[src/cpuPkg.sv]
package cpuPkg;

    localparam int DataWidth = 8;
    localparam int InstrWidth = 16;
    localparam int RegCodeWidth = 3;
    localparam int NumGpRegs = 4;

    // Instruction fields
    localparam int OpMsb = 15;
    localparam int OpLsb = 12;
    localparam int ModeBit = 11;     // 0 direct, 1 through AR
    localparam int RegMsb = 10;      // Destination or memory register
    localparam int RegLsb = 8;
    localparam int Src1Msb = 6;
    localparam int Src1Lsb = 4;
    localparam int Src2Msb = 2;
    localparam int Src2Lsb = 0;
    localparam int ImmMsb = 7;       // Address or immediate
    localparam int ImmLsb = 0;

    typedef logic [DataWidth-1:0] dataT;
    typedef logic [RegCodeWidth-1:0] regCodeT;

    localparam regCodeT ArCode = 3'd4;

    typedef enum logic [3:0] {
        AND = 4'h0,
        OR  = 4'h1,
        NOT = 4'h2,
        ADD = 4'h3,
        SUB = 4'h4,
        LSR = 4'h5,
        LSL = 4'h6,
        INC = 4'h7,
        DEC = 4'h8,
        BRA = 4'h9,
        BNE = 4'hA,
        MOV = 4'hB,
        LD  = 4'hC,
        ST  = 4'hD,
        LDI = 4'hE,
        HLT = 4'hF
    } opcodeT;

    typedef enum logic [2:0] {PassA, And, Or, Not, Add, Sub, Lsr, Lsl} aluOpT;

    typedef enum logic [2:0] {FetchHi, FetchLo, Decode, Execute, MemAccess, Halted} seqStateT;

endpackage

[src/cpuIfs.sv]
`timescale 1ns/1ps

// Single memory request towards the APB side
interface memReqIf import cpuPkg::*; ();
    logic req;
    logic write;
    dataT addr;
    dataT wdata;
    dataT rdata;
    logic done;    // Pulses once to end the request

    modport requester (
        output req, write, addr, wdata,
        input  rdata, done
    );

    modport completer (
        input  req, write, addr, wdata,
        output rdata, done
    );
endinterface

interface regFileIf import cpuPkg::*; ();
    regCodeT rdSel1;
    regCodeT rdSel2;
    logic    wrEn;
    regCodeT wrSel;
    dataT    wrData;
    dataT    rdData1;
    dataT    rdData2;
    dataT    arValue;

    modport ctrl (
        output rdSel1, rdSel2, wrEn, wrSel, wrData,
        input  rdData1, rdData2, arValue
    );

    modport regs (
        input  rdSel1, rdSel2, wrEn, wrSel, wrData,
        output rdData1, rdData2, arValue
    );
endinterface

[src/regFile.sv]
`timescale 1ns/1ps

module regFile import cpuPkg::*; (
    input  logic   CLK,
    input  logic   rst_i,
    regFileIf.regs regs
);

    dataT gpReg [NumGpRegs];    // R0 to R3
    dataT arReg;

    function automatic dataT readReg(input regCodeT code);
        dataT value;
        if (code < ArCode) begin
            value = gpReg[code[1:0]];
        end else if (code == ArCode) begin
            value = arReg;
        end else begin
            value = '0;    // Codes 5 to 7
        end
        return value;
    endfunction

    always_ff @(posedge CLK) begin
        if (rst_i) begin
            for (int i = 0; i < NumGpRegs; i++) begin
                gpReg[i] <= '0;
            end
            arReg <= '0;
        end else if (regs.wrEn) begin
            if (regs.wrSel < ArCode) begin
                gpReg[regs.wrSel[1:0]] <= regs.wrData;
            end else if (regs.wrSel == ArCode) begin
                arReg <= regs.wrData;
            end
        end
    end

    assign regs.rdData1 = readReg(regs.rdSel1);
    assign regs.rdData2 = readReg(regs.rdSel2);
    assign regs.arValue = arReg;    // Indirect address

endmodule

[src/alu.sv]
`timescale 1ns/1ps

module alu import cpuPkg::*; (
    input  logic  CLK,
    input  logic  rst_i,
    input  aluOpT aluOp_i,
    input  dataT  operandA_i,
    input  dataT  operandB_i,
    input  logic  flagEn_i,
    output dataT  result_o,
    output logic  zero_o
);

    dataT result;
    logic zeroQ;

    always_comb begin
        case (aluOp_i)
            And: begin
                result = operandA_i & operandB_i;
            end
            Or: begin
                result = operandA_i | operandB_i;
            end
            Not: begin
                result = ~operandA_i;
            end
            Add: begin
                result = operandA_i + operandB_i;    // Wraps at 8 bits
            end
            Sub: begin
                result = operandA_i - operandB_i;
            end
            Lsr: begin
                result = operandA_i >> 1;
            end
            Lsl: begin
                result = operandA_i << 1;
            end
            default: begin
                result = operandA_i;    // PassA
            end
        endcase
    end

    // Zero flag for BNE
    always_ff @(posedge CLK) begin
        if (rst_i) begin
            zeroQ <= 1'b0;
        end else if (flagEn_i) begin
            zeroQ <= (result == '0);
        end
    end

    assign result_o = result;
    assign zero_o = zeroQ;

endmodule

[src/apbMaster.sv]
`timescale 1ns/1ps

module apbMaster import cpuPkg::*; (
    input  logic       CLK,
    input  logic       rst_i,
    memReqIf.completer mem,
    output dataT       apbAddr_o,
    output logic       apbSel_o,
    output logic       apbEnable_o,
    output logic       apbWrite_o,
    output dataT       apbWdata_o,
    input  dataT       apbRdata_i,
    input  logic       apbReady_i
);

    typedef enum logic [1:0] {Idle, Setup, Access} apbStateT;

    apbStateT state;
    logic accessDone;
    logic startXfer;
    logic writeQ;
    dataT addrQ;
    dataT wdataQ;

    assign accessDone = (state == Access) && apbReady_i;
    // A request seen at completion chains straight into the next setup phase
    assign startXfer = mem.req && ((state == Idle) || accessDone);

    always_ff @(posedge CLK) begin
        if (rst_i) begin
            state <= Idle;
            writeQ <= 1'b0;
        end else if (startXfer) begin
            state <= Setup;
            writeQ <= mem.write;
        end else if (state == Setup) begin
            state <= Access;
        end else if (accessDone) begin
            state <= Idle;
        end
    end

    always_ff @(posedge CLK) begin
        if (startXfer) begin
            addrQ <= mem.addr;
            wdataQ <= mem.wdata;
        end
    end

    assign apbSel_o = (state != Idle);
    assign apbEnable_o = (state == Access);
    assign apbAddr_o = addrQ;
    assign apbWrite_o = writeQ;
    assign apbWdata_o = wdataQ;
    assign mem.done = accessDone;
    assign mem.rdata = apbRdata_i;    // Valid while done is high

endmodule

[src/controlUnit.sv]
`timescale 1ns/1ps

module controlUnit import cpuPkg::*; (
    input  logic        CLK,
    input  logic        rst_i,
    memReqIf.requester  mem,
    regFileIf.ctrl      regs,
    output aluOpT       aluOp_o,
    output dataT        operandA_o,
    output dataT        operandB_o,
    output logic        flagEn_o,
    input  dataT        aluResult_i,
    input  logic        zero_i,
    output logic        halted_o
);

    seqStateT state;
    seqStateT nextState;
    dataT pc;
    dataT pcNext;
    logic [InstrWidth-1:0] instr;
    aluOpT aluOpDec;
    aluOpT aluOpQ;
    dataT memAddr;
    opcodeT opcode;
    logic addrMode;
    logic isRegOp;
    regCodeT regField;
    dataT immField;

    assign opcode = opcodeT'(instr[OpMsb:OpLsb]);
    assign addrMode = instr[ModeBit];
    assign regField = instr[RegMsb:RegLsb];
    assign immField = instr[ImmMsb:ImmLsb];
    assign isRegOp = (opcode <= DEC) || (opcode == MOV);

    always_comb begin
        case (opcode)
            AND: aluOpDec = And;
            OR: aluOpDec = Or;
            NOT: aluOpDec = Not;
            ADD, INC: aluOpDec = Add;    // INC and DEC take 1 as operand B
            SUB, DEC: aluOpDec = Sub;
            LSR: aluOpDec = Lsr;
            LSL: aluOpDec = Lsl;
            default: aluOpDec = PassA;
        endcase
    end

    always_comb begin
        nextState = state;
        pcNext = pc;
        case (state)
            FetchHi: begin
                if (mem.done) begin
                    nextState = FetchLo;
                    pcNext = pc + 1'b1;
                end
            end
            FetchLo: begin
                if (mem.done) begin
                    nextState = Decode;
                    pcNext = pc + 1'b1;
                end
            end
            Decode: begin
                nextState = Execute;
            end
            Execute: begin
                nextState = FetchHi;
                case (opcode)
                    LD, ST: nextState = MemAccess;
                    HLT: nextState = Halted;
                    BRA: pcNext = immField;
                    BNE: begin
                        if (!zero_i) begin
                            pcNext = immField;
                        end
                    end
                    default: nextState = FetchHi;
                endcase
            end
            MemAccess: begin
                if (mem.done) begin
                    nextState = FetchHi;
                end
            end
            default: nextState = Halted;    // Stays until reset
        endcase
    end

    always_ff @(posedge CLK) begin
        if (rst_i) begin
            state <= FetchHi;
            pc <= '0;
        end else begin
            state <= nextState;
            pc <= pcNext;
        end
    end

    always_ff @(posedge CLK) begin
        if (state == FetchHi && mem.done) begin
            instr[InstrWidth-1:DataWidth] <= mem.rdata;
        end
        if (state == FetchLo && mem.done) begin
            instr[DataWidth-1:0] <= mem.rdata;
        end
        if (state == Decode) begin
            aluOpQ <= aluOpDec;
            memAddr <= addrMode ? regs.arValue : immField;
        end
    end

    // Request is raised for the state being entered, so setup starts with it
    assign mem.req = (nextState == FetchHi) || (nextState == FetchLo)
                     || (nextState == MemAccess);
    assign mem.write = (nextState == MemAccess) && (opcode == ST);
    assign mem.addr = (nextState == MemAccess) ? memAddr : pcNext;
    assign mem.wdata = regs.rdData2;

    assign regs.rdSel1 = instr[Src1Msb:Src1Lsb];
    assign regs.rdSel2 = isRegOp ? instr[Src2Msb:Src2Lsb] : regField;
    assign regs.wrSel = regField;
    assign regs.wrEn = ((state == Execute) && (isRegOp || opcode == LDI))
                       || ((state == MemAccess) && (opcode == LD) && mem.done);
    assign regs.wrData = (state == MemAccess) ? mem.rdata
                       : (opcode == LDI) ? immField : aluResult_i;

    assign aluOp_o = aluOpQ;
    assign operandA_o = regs.rdData1;
    assign operandB_o = (opcode == INC || opcode == DEC) ? dataT'(1) : regs.rdData2;
    assign flagEn_o = (state == Execute) && isRegOp;
    assign halted_o = (state == Halted);

endmodule

[src/cpuTop.sv]
`timescale 1ns/1ps

module cpuTop import cpuPkg::*; (
    input  logic CLK,
    input  logic rst_i,
    output dataT apbAddr_o,
    output logic apbSel_o,
    output logic apbEnable_o,
    output logic apbWrite_o,
    output dataT apbWdata_o,
    input  dataT apbRdata_i,
    input  logic apbReady_i,
    output logic halted_o
);

    aluOpT aluOp;
    dataT operandA;
    dataT operandB;
    logic flagEn;
    dataT aluResult;
    logic zero;

    memReqIf memBus ();
    regFileIf regBus ();

    controlUnit uControl (
        .CLK         (CLK),
        .rst_i       (rst_i),
        .mem         (memBus.requester),
        .regs        (regBus.ctrl),
        .aluOp_o     (aluOp),
        .operandA_o  (operandA),
        .operandB_o  (operandB),
        .flagEn_o    (flagEn),
        .aluResult_i (aluResult),
        .zero_i      (zero),
        .halted_o    (halted_o)
    );

    regFile uRegFile (
        .CLK   (CLK),
        .rst_i (rst_i),
        .regs  (regBus.regs)
    );

    alu uAlu (
        .CLK        (CLK),
        .rst_i      (rst_i),
        .aluOp_i    (aluOp),
        .operandA_i (operandA),
        .operandB_i (operandB),
        .flagEn_i   (flagEn),
        .result_o   (aluResult),
        .zero_o     (zero)
    );

    apbMaster uApb (
        .CLK         (CLK),
        .rst_i       (rst_i),
        .mem         (memBus.completer),
        .apbAddr_o   (apbAddr_o),
        .apbSel_o    (apbSel_o),
        .apbEnable_o (apbEnable_o),
        .apbWrite_o  (apbWrite_o),
        .apbWdata_o  (apbWdata_o),
        .apbRdata_i  (apbRdata_i),
        .apbReady_i  (apbReady_i)
    );

endmodule

[config.mk]
export PLATFORM = sky130hd
export DESIGN_NAME = cpuTop
export DESIGN_NICKNAME = d
export VERILOG_FILES = /design/src/cpuPkg.sv /design/src/cpuIfs.sv /design/src/regFile.sv /design/src/alu.sv /design/src/apbMaster.sv /design/src/controlUnit.sv /design/src/cpuTop.sv
export SDC_FILE = /design/constraint.sdc
export NUM_CORES = 1
export LEC_CHECK = 0
export BUFFER_PORTS_ARGS = -buffer_cell sky130_fd_sc_hd__buf_2
export CORE_MARGIN = 2
export CORE_UTILIZATION = 51
export DETAILED_ROUTE_END_ITERATION = 10
export PLACE_DENSITY = 0.72
export SYNTH_ARGS = -nofsm -noshare
export SYNTH_HDL_FRONTEND = slang
export SYNTH_SLANG_ARGS = --single-unit
[constraint.sdc]
create_clock -name CLK -period 10.1 [get_ports CLK]
set_clock_uncertainty 0.15 [all_clocks]
set_input_delay 1.01 -clock CLK [delete_from_list [all_inputs] [get_ports CLK]]
set_output_delay 1.01 -clock CLK [all_outputs]
set_load 0.005 [all_outputs]
Word level (Yosys, flattened, before mapping)
Memories as Yosys holds them, arrays and structs flattened. A register that Yosys moved wholly into a read port is not among the register bits.
Index checks and enable logic that the tools add are counted.
Storage, ports and cells
  register bits after elaboration: 63
  memory bits (writable): 32
  bits in read-only memories: 48
  output and inout port bits: 20
  word-level logic and storage cells: 114
  memories kept: 2
Memories
  (name not given): words 16, width 3, read ports 1, clocked after Yosys merged registers in 1, wr ports 0, RTL line controlUnit.sv:38  | case (opcode)
  uRegFile.gpReg: words 4, width 8, read ports 2, clocked after Yosys merged registers in 1, wr ports 4, RTL line regFile.sv:9  | dataT gpReg [NumGpRegs];
Operators by class
  add/sub/neg operators: 3
  $lt $le $gt $ge: 4
  eq/ne operators: 28
  muxes and demuxes: 33
  bitwise operators: 4
  reductions and logical operators: 28
Operators by type and width (number)
  $mux W8: 12
  $pmux W8 S7: 1
  $eq A4 B4 Y1 const B: 8
  $pmux W8 S2: 2
  $eq A3 B3 Y1 const B: 10
  $pmux W3 S5: 1
  $eq A3 B2 Y1 const B: 4
  $mux W3: 4
  $eq A3 B1 Y1 const B: 3
  $logic_and A1 B1 Y1: 9
  $lt A3 B3 Y1 const B: 3
  $add A8 B1 Y8 const B: 1
  $add A8 B8 Y8: 1
  $and A8 B8 Y8: 1
  $logic_not A8 Y1: 1
  $mux W1: 8
  $mux W2: 4
  $not A8 Y8: 1
  $or A8 B8 Y8: 1
  $reduce_or A8 Y1: 1
  $sub A8 B8 Y8: 1
  $logic_or A1 B1 Y1: 7
  $logic_not A3 Y1: 2
  $pmux W3 S2: 1
  10 further kinds: 13

Longest topological paths before layout
  word-level depth: 12
  gate-level depth with buffers: 26

Modules after synthesis
From an unflattened synthesis, not the netlist that was laid out.
Second synthesis, totals
  cells, all modules: 641
  area, all modules: 6527.5 um^2
By module, submodules not included
  controlUnit: times used 1, cells an instance 278, area an instance 2672.6 um^2
  regFile: times used 1, cells an instance 182, area an instance 2184.6 um^2
  alu: times used 1, cells an instance 142, area an instance 968.4 um^2
  apbMaster: times used 1, cells an instance 39, area an instance 701.9 um^2

Worst setup path before layout
No wires, ideal clock.
  path kind: reg-to-reg
  start: register uControl.instr[12]
  end: register uAlu.zeroQ, in the netlist uAlu.zero_o
  setup time: 0.087 ns
  data arrival time: 5.218 ns
  data required time: 9.863 ns
  slack: 4.645 ns
  cell stages (with the launch flop): 26
  buffers on the path: 2
  period minus slack after synthesis: 5.455 ns
  cells stage by stage: edfxtp_1 -> inv_1 -> ha_1 -> o21bai_1 -> a32o_1 -> buf_6 -> buf_4 -> mux2i_1 -> o22ai_1 -> nand2b_1 -> or2_2 -> inv_1 -> ha_1 -> nand2_1 -> o21ai_0 -> inv_1 -> ha_1 -> nor2b_1 -> o21a_1 -> o211a_1 -> a211oi_1 -> xor2_1 -> o211ai_1 -> or4_1 -> or4_1 -> o31ai_1
Between the ends
  longest elaborated chain between the ends: 10
  elaborated cells on any way between the ends: 20
RTL lines
  from (decl): RTL line controlUnit.sv:21  | logic [InstrWidth-1:0] instr;
  from (signal, indexed assignment): RTL line controlUnit.sv:104  | instr[InstrWidth-1:DataWidth] <= mem.rdata;
  from (signal, indexed assignment): RTL line controlUnit.sv:107  | instr[DataWidth-1:0] <= mem.rdata;
  $le A4 B4 Y1 or $eq A4 B4 Y1 (tied branches): RTL line controlUnit.sv:35  | assign isRegOp = (opcode <= DEC) || (opcode == MOV);
  $logic_or A1 B1 Y1 (*): RTL line controlUnit.sv:35
  $mux W3 (*): RTL line controlUnit.sv:123  | assign regs.rdSel2 = isRegOp ? instr[Src2Msb:Src2Lsb] : regField;
  branches (longest 2 deep; another with $lt A3 B3 Y1)
  $mux W8 (*): RTL line regFile.sv:14  | if (code < ArCode) begin
  via memBus.wdata[0]: RTL line cpuIfs.sv:8  | dataT wdata;
  $mux W8 (*): RTL line controlUnit.sv:132  | assign operandB_o = (opcode == INC || opcode == DEC) ? dataT'(1) : regs.rdData2;
  $sub A8 B8 Y8 (tied with other cells): RTL line alu.sv:32  | result = operandA_i - operandB_i;
  $pmux W8 S7 (*): RTL line alu.sv:18  | case (aluOp_i)
  $logic_not A8 Y1 (*): RTL line alu.sv:51  | zeroQ <= (result == '0);
  to (signal assigned): RTL line alu.sv:51
  to (decl): RTL line alu.sv:15  | logic zeroQ;
Mark *: on every way through the listed nets, which the timed path passes.
A chain may end at the register's enable or synchronous reset.

Final worst setup path
Same ends and word-level chain as after synthesis.

==> metrics.yaml <==
clock_tree:
  htree_levels: 3
  clock-sinks: 100
  cts-resized-gates: 0
  clock_latency_ns: 0.35
  cts_tree: "done"
  clk_path_buf_depth: 2
  hold_buffers: 0
  cts_setup_buffers: 0
  cts_buffers: 9
  path_clk_slew_ns: 0.07
  cts_root_buffer: "clkbuf_16"
sta:
  tightest_slew_ns: 1.209
  timing.final.crit_share_pct: 64.32
  finalSetupTns_ns: 0
  min_period_ns: 6.496
  grt_setup_unrepaired: "false"
  slew_headroom_pct: 18.56
  final_max_slew_viol_count: 0
  finalSetupViolations: 0
  hold_viol: 0
  max_freq_ghz: 0.1539
  setup_ws_ns: 3.604
floorplanning:
  pin_count: 31
  die_h_um: 113.0
  die_w_um: 113.0
  core.rowCount: 39
  core_area_mm2: 0.01152
  dieArea_mm2: 0.01276
  initial_core_util_pct: 52.57
worst_setup_path:
  endpoint_kind: "register"
  critPathKind: "reg2reg"
  cp.required_ns: 10.21
  arrival_ns: 6.60
  crit_path_start_kind: "register"
  path_max_fanout: 19
power:
  p_int_mw: 0.6915
  switching_power_mw: 0.2265
  p_leak_nw: 2.477
  comb_power_share_pct: 10.6
  seqPwrFrac_pct: 50.9
  peakVddDrop_mv: 0.1363
  clkPwrFrac_pct: 38.5
  swShare_pct: 24.67
  powerDensity_mw_per_mm2: 139.8
synthesis:
  synth-seq-cells: 100
  async_flop_share_pct: 0
  syn_nets: 655
  ys_seq_area_share_pct: 45.46
  netlist_area_mm2: 0.006055
  synth.area.top_cells: "edfxtp_1, dfxtp_1, nor2_1"
  yosysTopAreaCell: "edfxtp_1"
  ys_types: 66
  yosysTopAreaCellShare_pct: 37.20
  yosys_warnings: 0
  avgSynthCellArea_um2: 9.641
  syn_inst: 628
  synth_edf_count: 75
  yosys_most_used_dff: "edfxtp_1"
cells_and_area:
  fillers: 1035
  fin_util_pct: 57.02
  n_antenna_cell: 0
  fin_cells: 785
  final_cell_mix: "nor2_1, edfxtp_1, o21ai_0"
  syn_to_final_growth_pct: 8.452
  drive_above_1_share_pct: 12.77
  final_nets: 664
  final_common_cell: "nor2_1"
run:
  maxCapViolations: 0
routing:
  drt_first_pass_iters: 11
  wire_per_inst_um: 21.27
  drt_iter0_markers: 556
  viasPerCell: 6.501
  ant_nets: 0
  drt_wl_total_um: 16690
  drc_errors: 2
  num_vias: 5103
grt:
  antenna_found_initial: 0
  grt_pass1_vias: 4844
  grt_pass1_wl_um: 26580
  grt_max_degree: 33
  grt_usage_pct: 27.25
  overflow: 0
place:
  place.gp.congestion: 0.9667
  dpl.cell_count: 769
  port_buffers: 30
  dp_slack_ns: 3.710
  dp_hpwl_um: 12620
status:
  failed_checks: "design-rule violations"
  status: "finished with violations"
hold_path:
  hold_path.class: "reg2reg"
[kinds of logic (layout without fill, tap and decap cells)]
kind of cell | after synthesis | in the layout | share of synthesized area (%)
simple gates | 215 | 215 | 16.68
compound gates | 188 | 188 | 20.52
fa+ha+maj | 16 | 16 | 3.430
flops | 100 | 100 | 45.46
xor+xnor | 11 | 11 | 1.591
buf+inv | 59 | 73 | 3.968
mux | 39 | 39 | 8.349
[sequential cells by signal, summed over array words and instances, names as in the netlist, named ones only]
signal / cells
uRegFile.regs.arValue: 8
uControl.state: 3
uControl.memAddr: 8
uApb.state: 2
uControl.aluOp_o: 3
uRegFile.gpReg: 32
uAlu.zero_o: 1
uApb.apbAddr_o: 8
uControl.instr: 16
uControl.pc: 8
uApb.apbWrite_o: 1
uApb.apbWdata_o: 8
[path summary, 6_finish.rpt]
path | startpoint | endpoint | slack [ns] | depth (start not counted)
worst max-delay path | uControl.instr[12]$_DFFE_PP_ | uAlu.zero_o$_SDFFE_PP0P_ | 3.60 | 23
worst min-delay path | uApb.apbWrite_o$_SDFFE_PP0P_ | uApb.apbWrite_o$_SDFFE_PP0P_ | 0.33 | 2
worst max register to register | uControl.instr[12]$_DFFE_PP_ | uAlu.zero_o$_SDFFE_PP0P_ | 3.60 | 23
worst min register to register | uApb.apbWrite_o$_SDFFE_PP0P_ | uApb.apbWrite_o$_SDFFE_PP0P_ | 0.33 | 2
[metrics by stage]
step / instance area, um^2 / total power, mW / hold WS [ns]
5_1_grt: 6566 / 0.9500 / 0.3701
2_1_floorplan: 6055 / 0.5382 / 0.2953
4_1_cts: 6566 / 0.9232 / 0.3348
6_report: 6566 / 0.9180 / 0.3345
3_3_place_gp: 6264 / 0.5697 / 0.3200
3_5_place_dp: 6264 / 0.5719 / 0.3251
[Yosys cell counts, drive strengths merged, types with 5 or more instances]
| library cell | instances |
|---|---|
| nand2b | 7 |
| clkbuf | 28 |
| mux4 | 8 |
| o221ai | 6 |
| o21ai | 47 |
| o211ai | 9 |
| o31ai | 6 |
| dfxtp | 25 |
| a21boi | 5 |
| mux2i | 22 |
| a21oi | 41 |
| o22ai | 6 |
| and3 | 9 |
| nor2b | 9 |
| mux2 | 9 |
| a22o | 11 |
| or2 | 7 |
| and2 | 5 |
| a22oi | 6 |
| a211oi | 15 |
| inv | 20 |
| nor2 | 91 |
| or3 | 6 |
| a31oi | 7 |
| nor4 | 6 |
| nor3 | 16 |
| nand2 | 38 |
| xor2 | 6 |
| xnor2 | 5 |
| ha | 15 |
| edfxtp | 75 |
| buf | 9 |
| nand3 | 11 |
[cell type report]
cell class / count / area (um^2) / area share, %
clock buffers: 10 / 229.0 / 3.487
clock inverters: 6 / 73.82 / 1.124
inverters: 22 / 82.58 / 1.258
multi-input cells: 469 / 3062 / 46.63
flip-flops and latches: 100 / 2753 / 41.92
well taps: 143 / 178.9 / 2.725
repair buffers: 35 / 187.7 / 2.858
[critical path, cell delays in order (launching register included)]
cell      delay [ns]
edfxtp_1        0.39
inv_1           0.09
ha_1            0.30
o21bai_1        0.49
a32o_1          0.91
mux2i_1         0.28
o22ai_1         0.12
nand2b_1        0.21
or2_2           0.33
inv_1           0.09
ha_1            0.22
nand2_1         0.05
o21ai_0         0.14
inv_1           0.09
ha_1            0.21
nor2b_1         0.13
o21a_1          0.20
o211a_1         0.21
a211oi_1        0.27
xor2_1          0.20
o211ai_1        0.12
or4_1           0.50
or4_1           0.48
o31ai_1         0.22
[power by group through the flow]
stage	Sequential (mW)	Combinational, mW	Clock [mW]
6_report	0.467	0.0975	0.353
5_1_grt	0.469	0.107	0.374
4_1_cts	0.467	0.0964	0.360
3_5_place_dp	0.476	0.0956	0
3_3_place_gp	0.476	0.0941	0
2_1_floorplan	0.473	0.0652	0
[layer usage]
metal | global-route usage (%) | wire length, um
met5 | 0 | 0
met3 | 5.517 | 1522
met2 | 42.97 | 7841
met4 | 8.862 | 373
met1 | 38.05 | 6957
(Power assumes the default switching activity.)
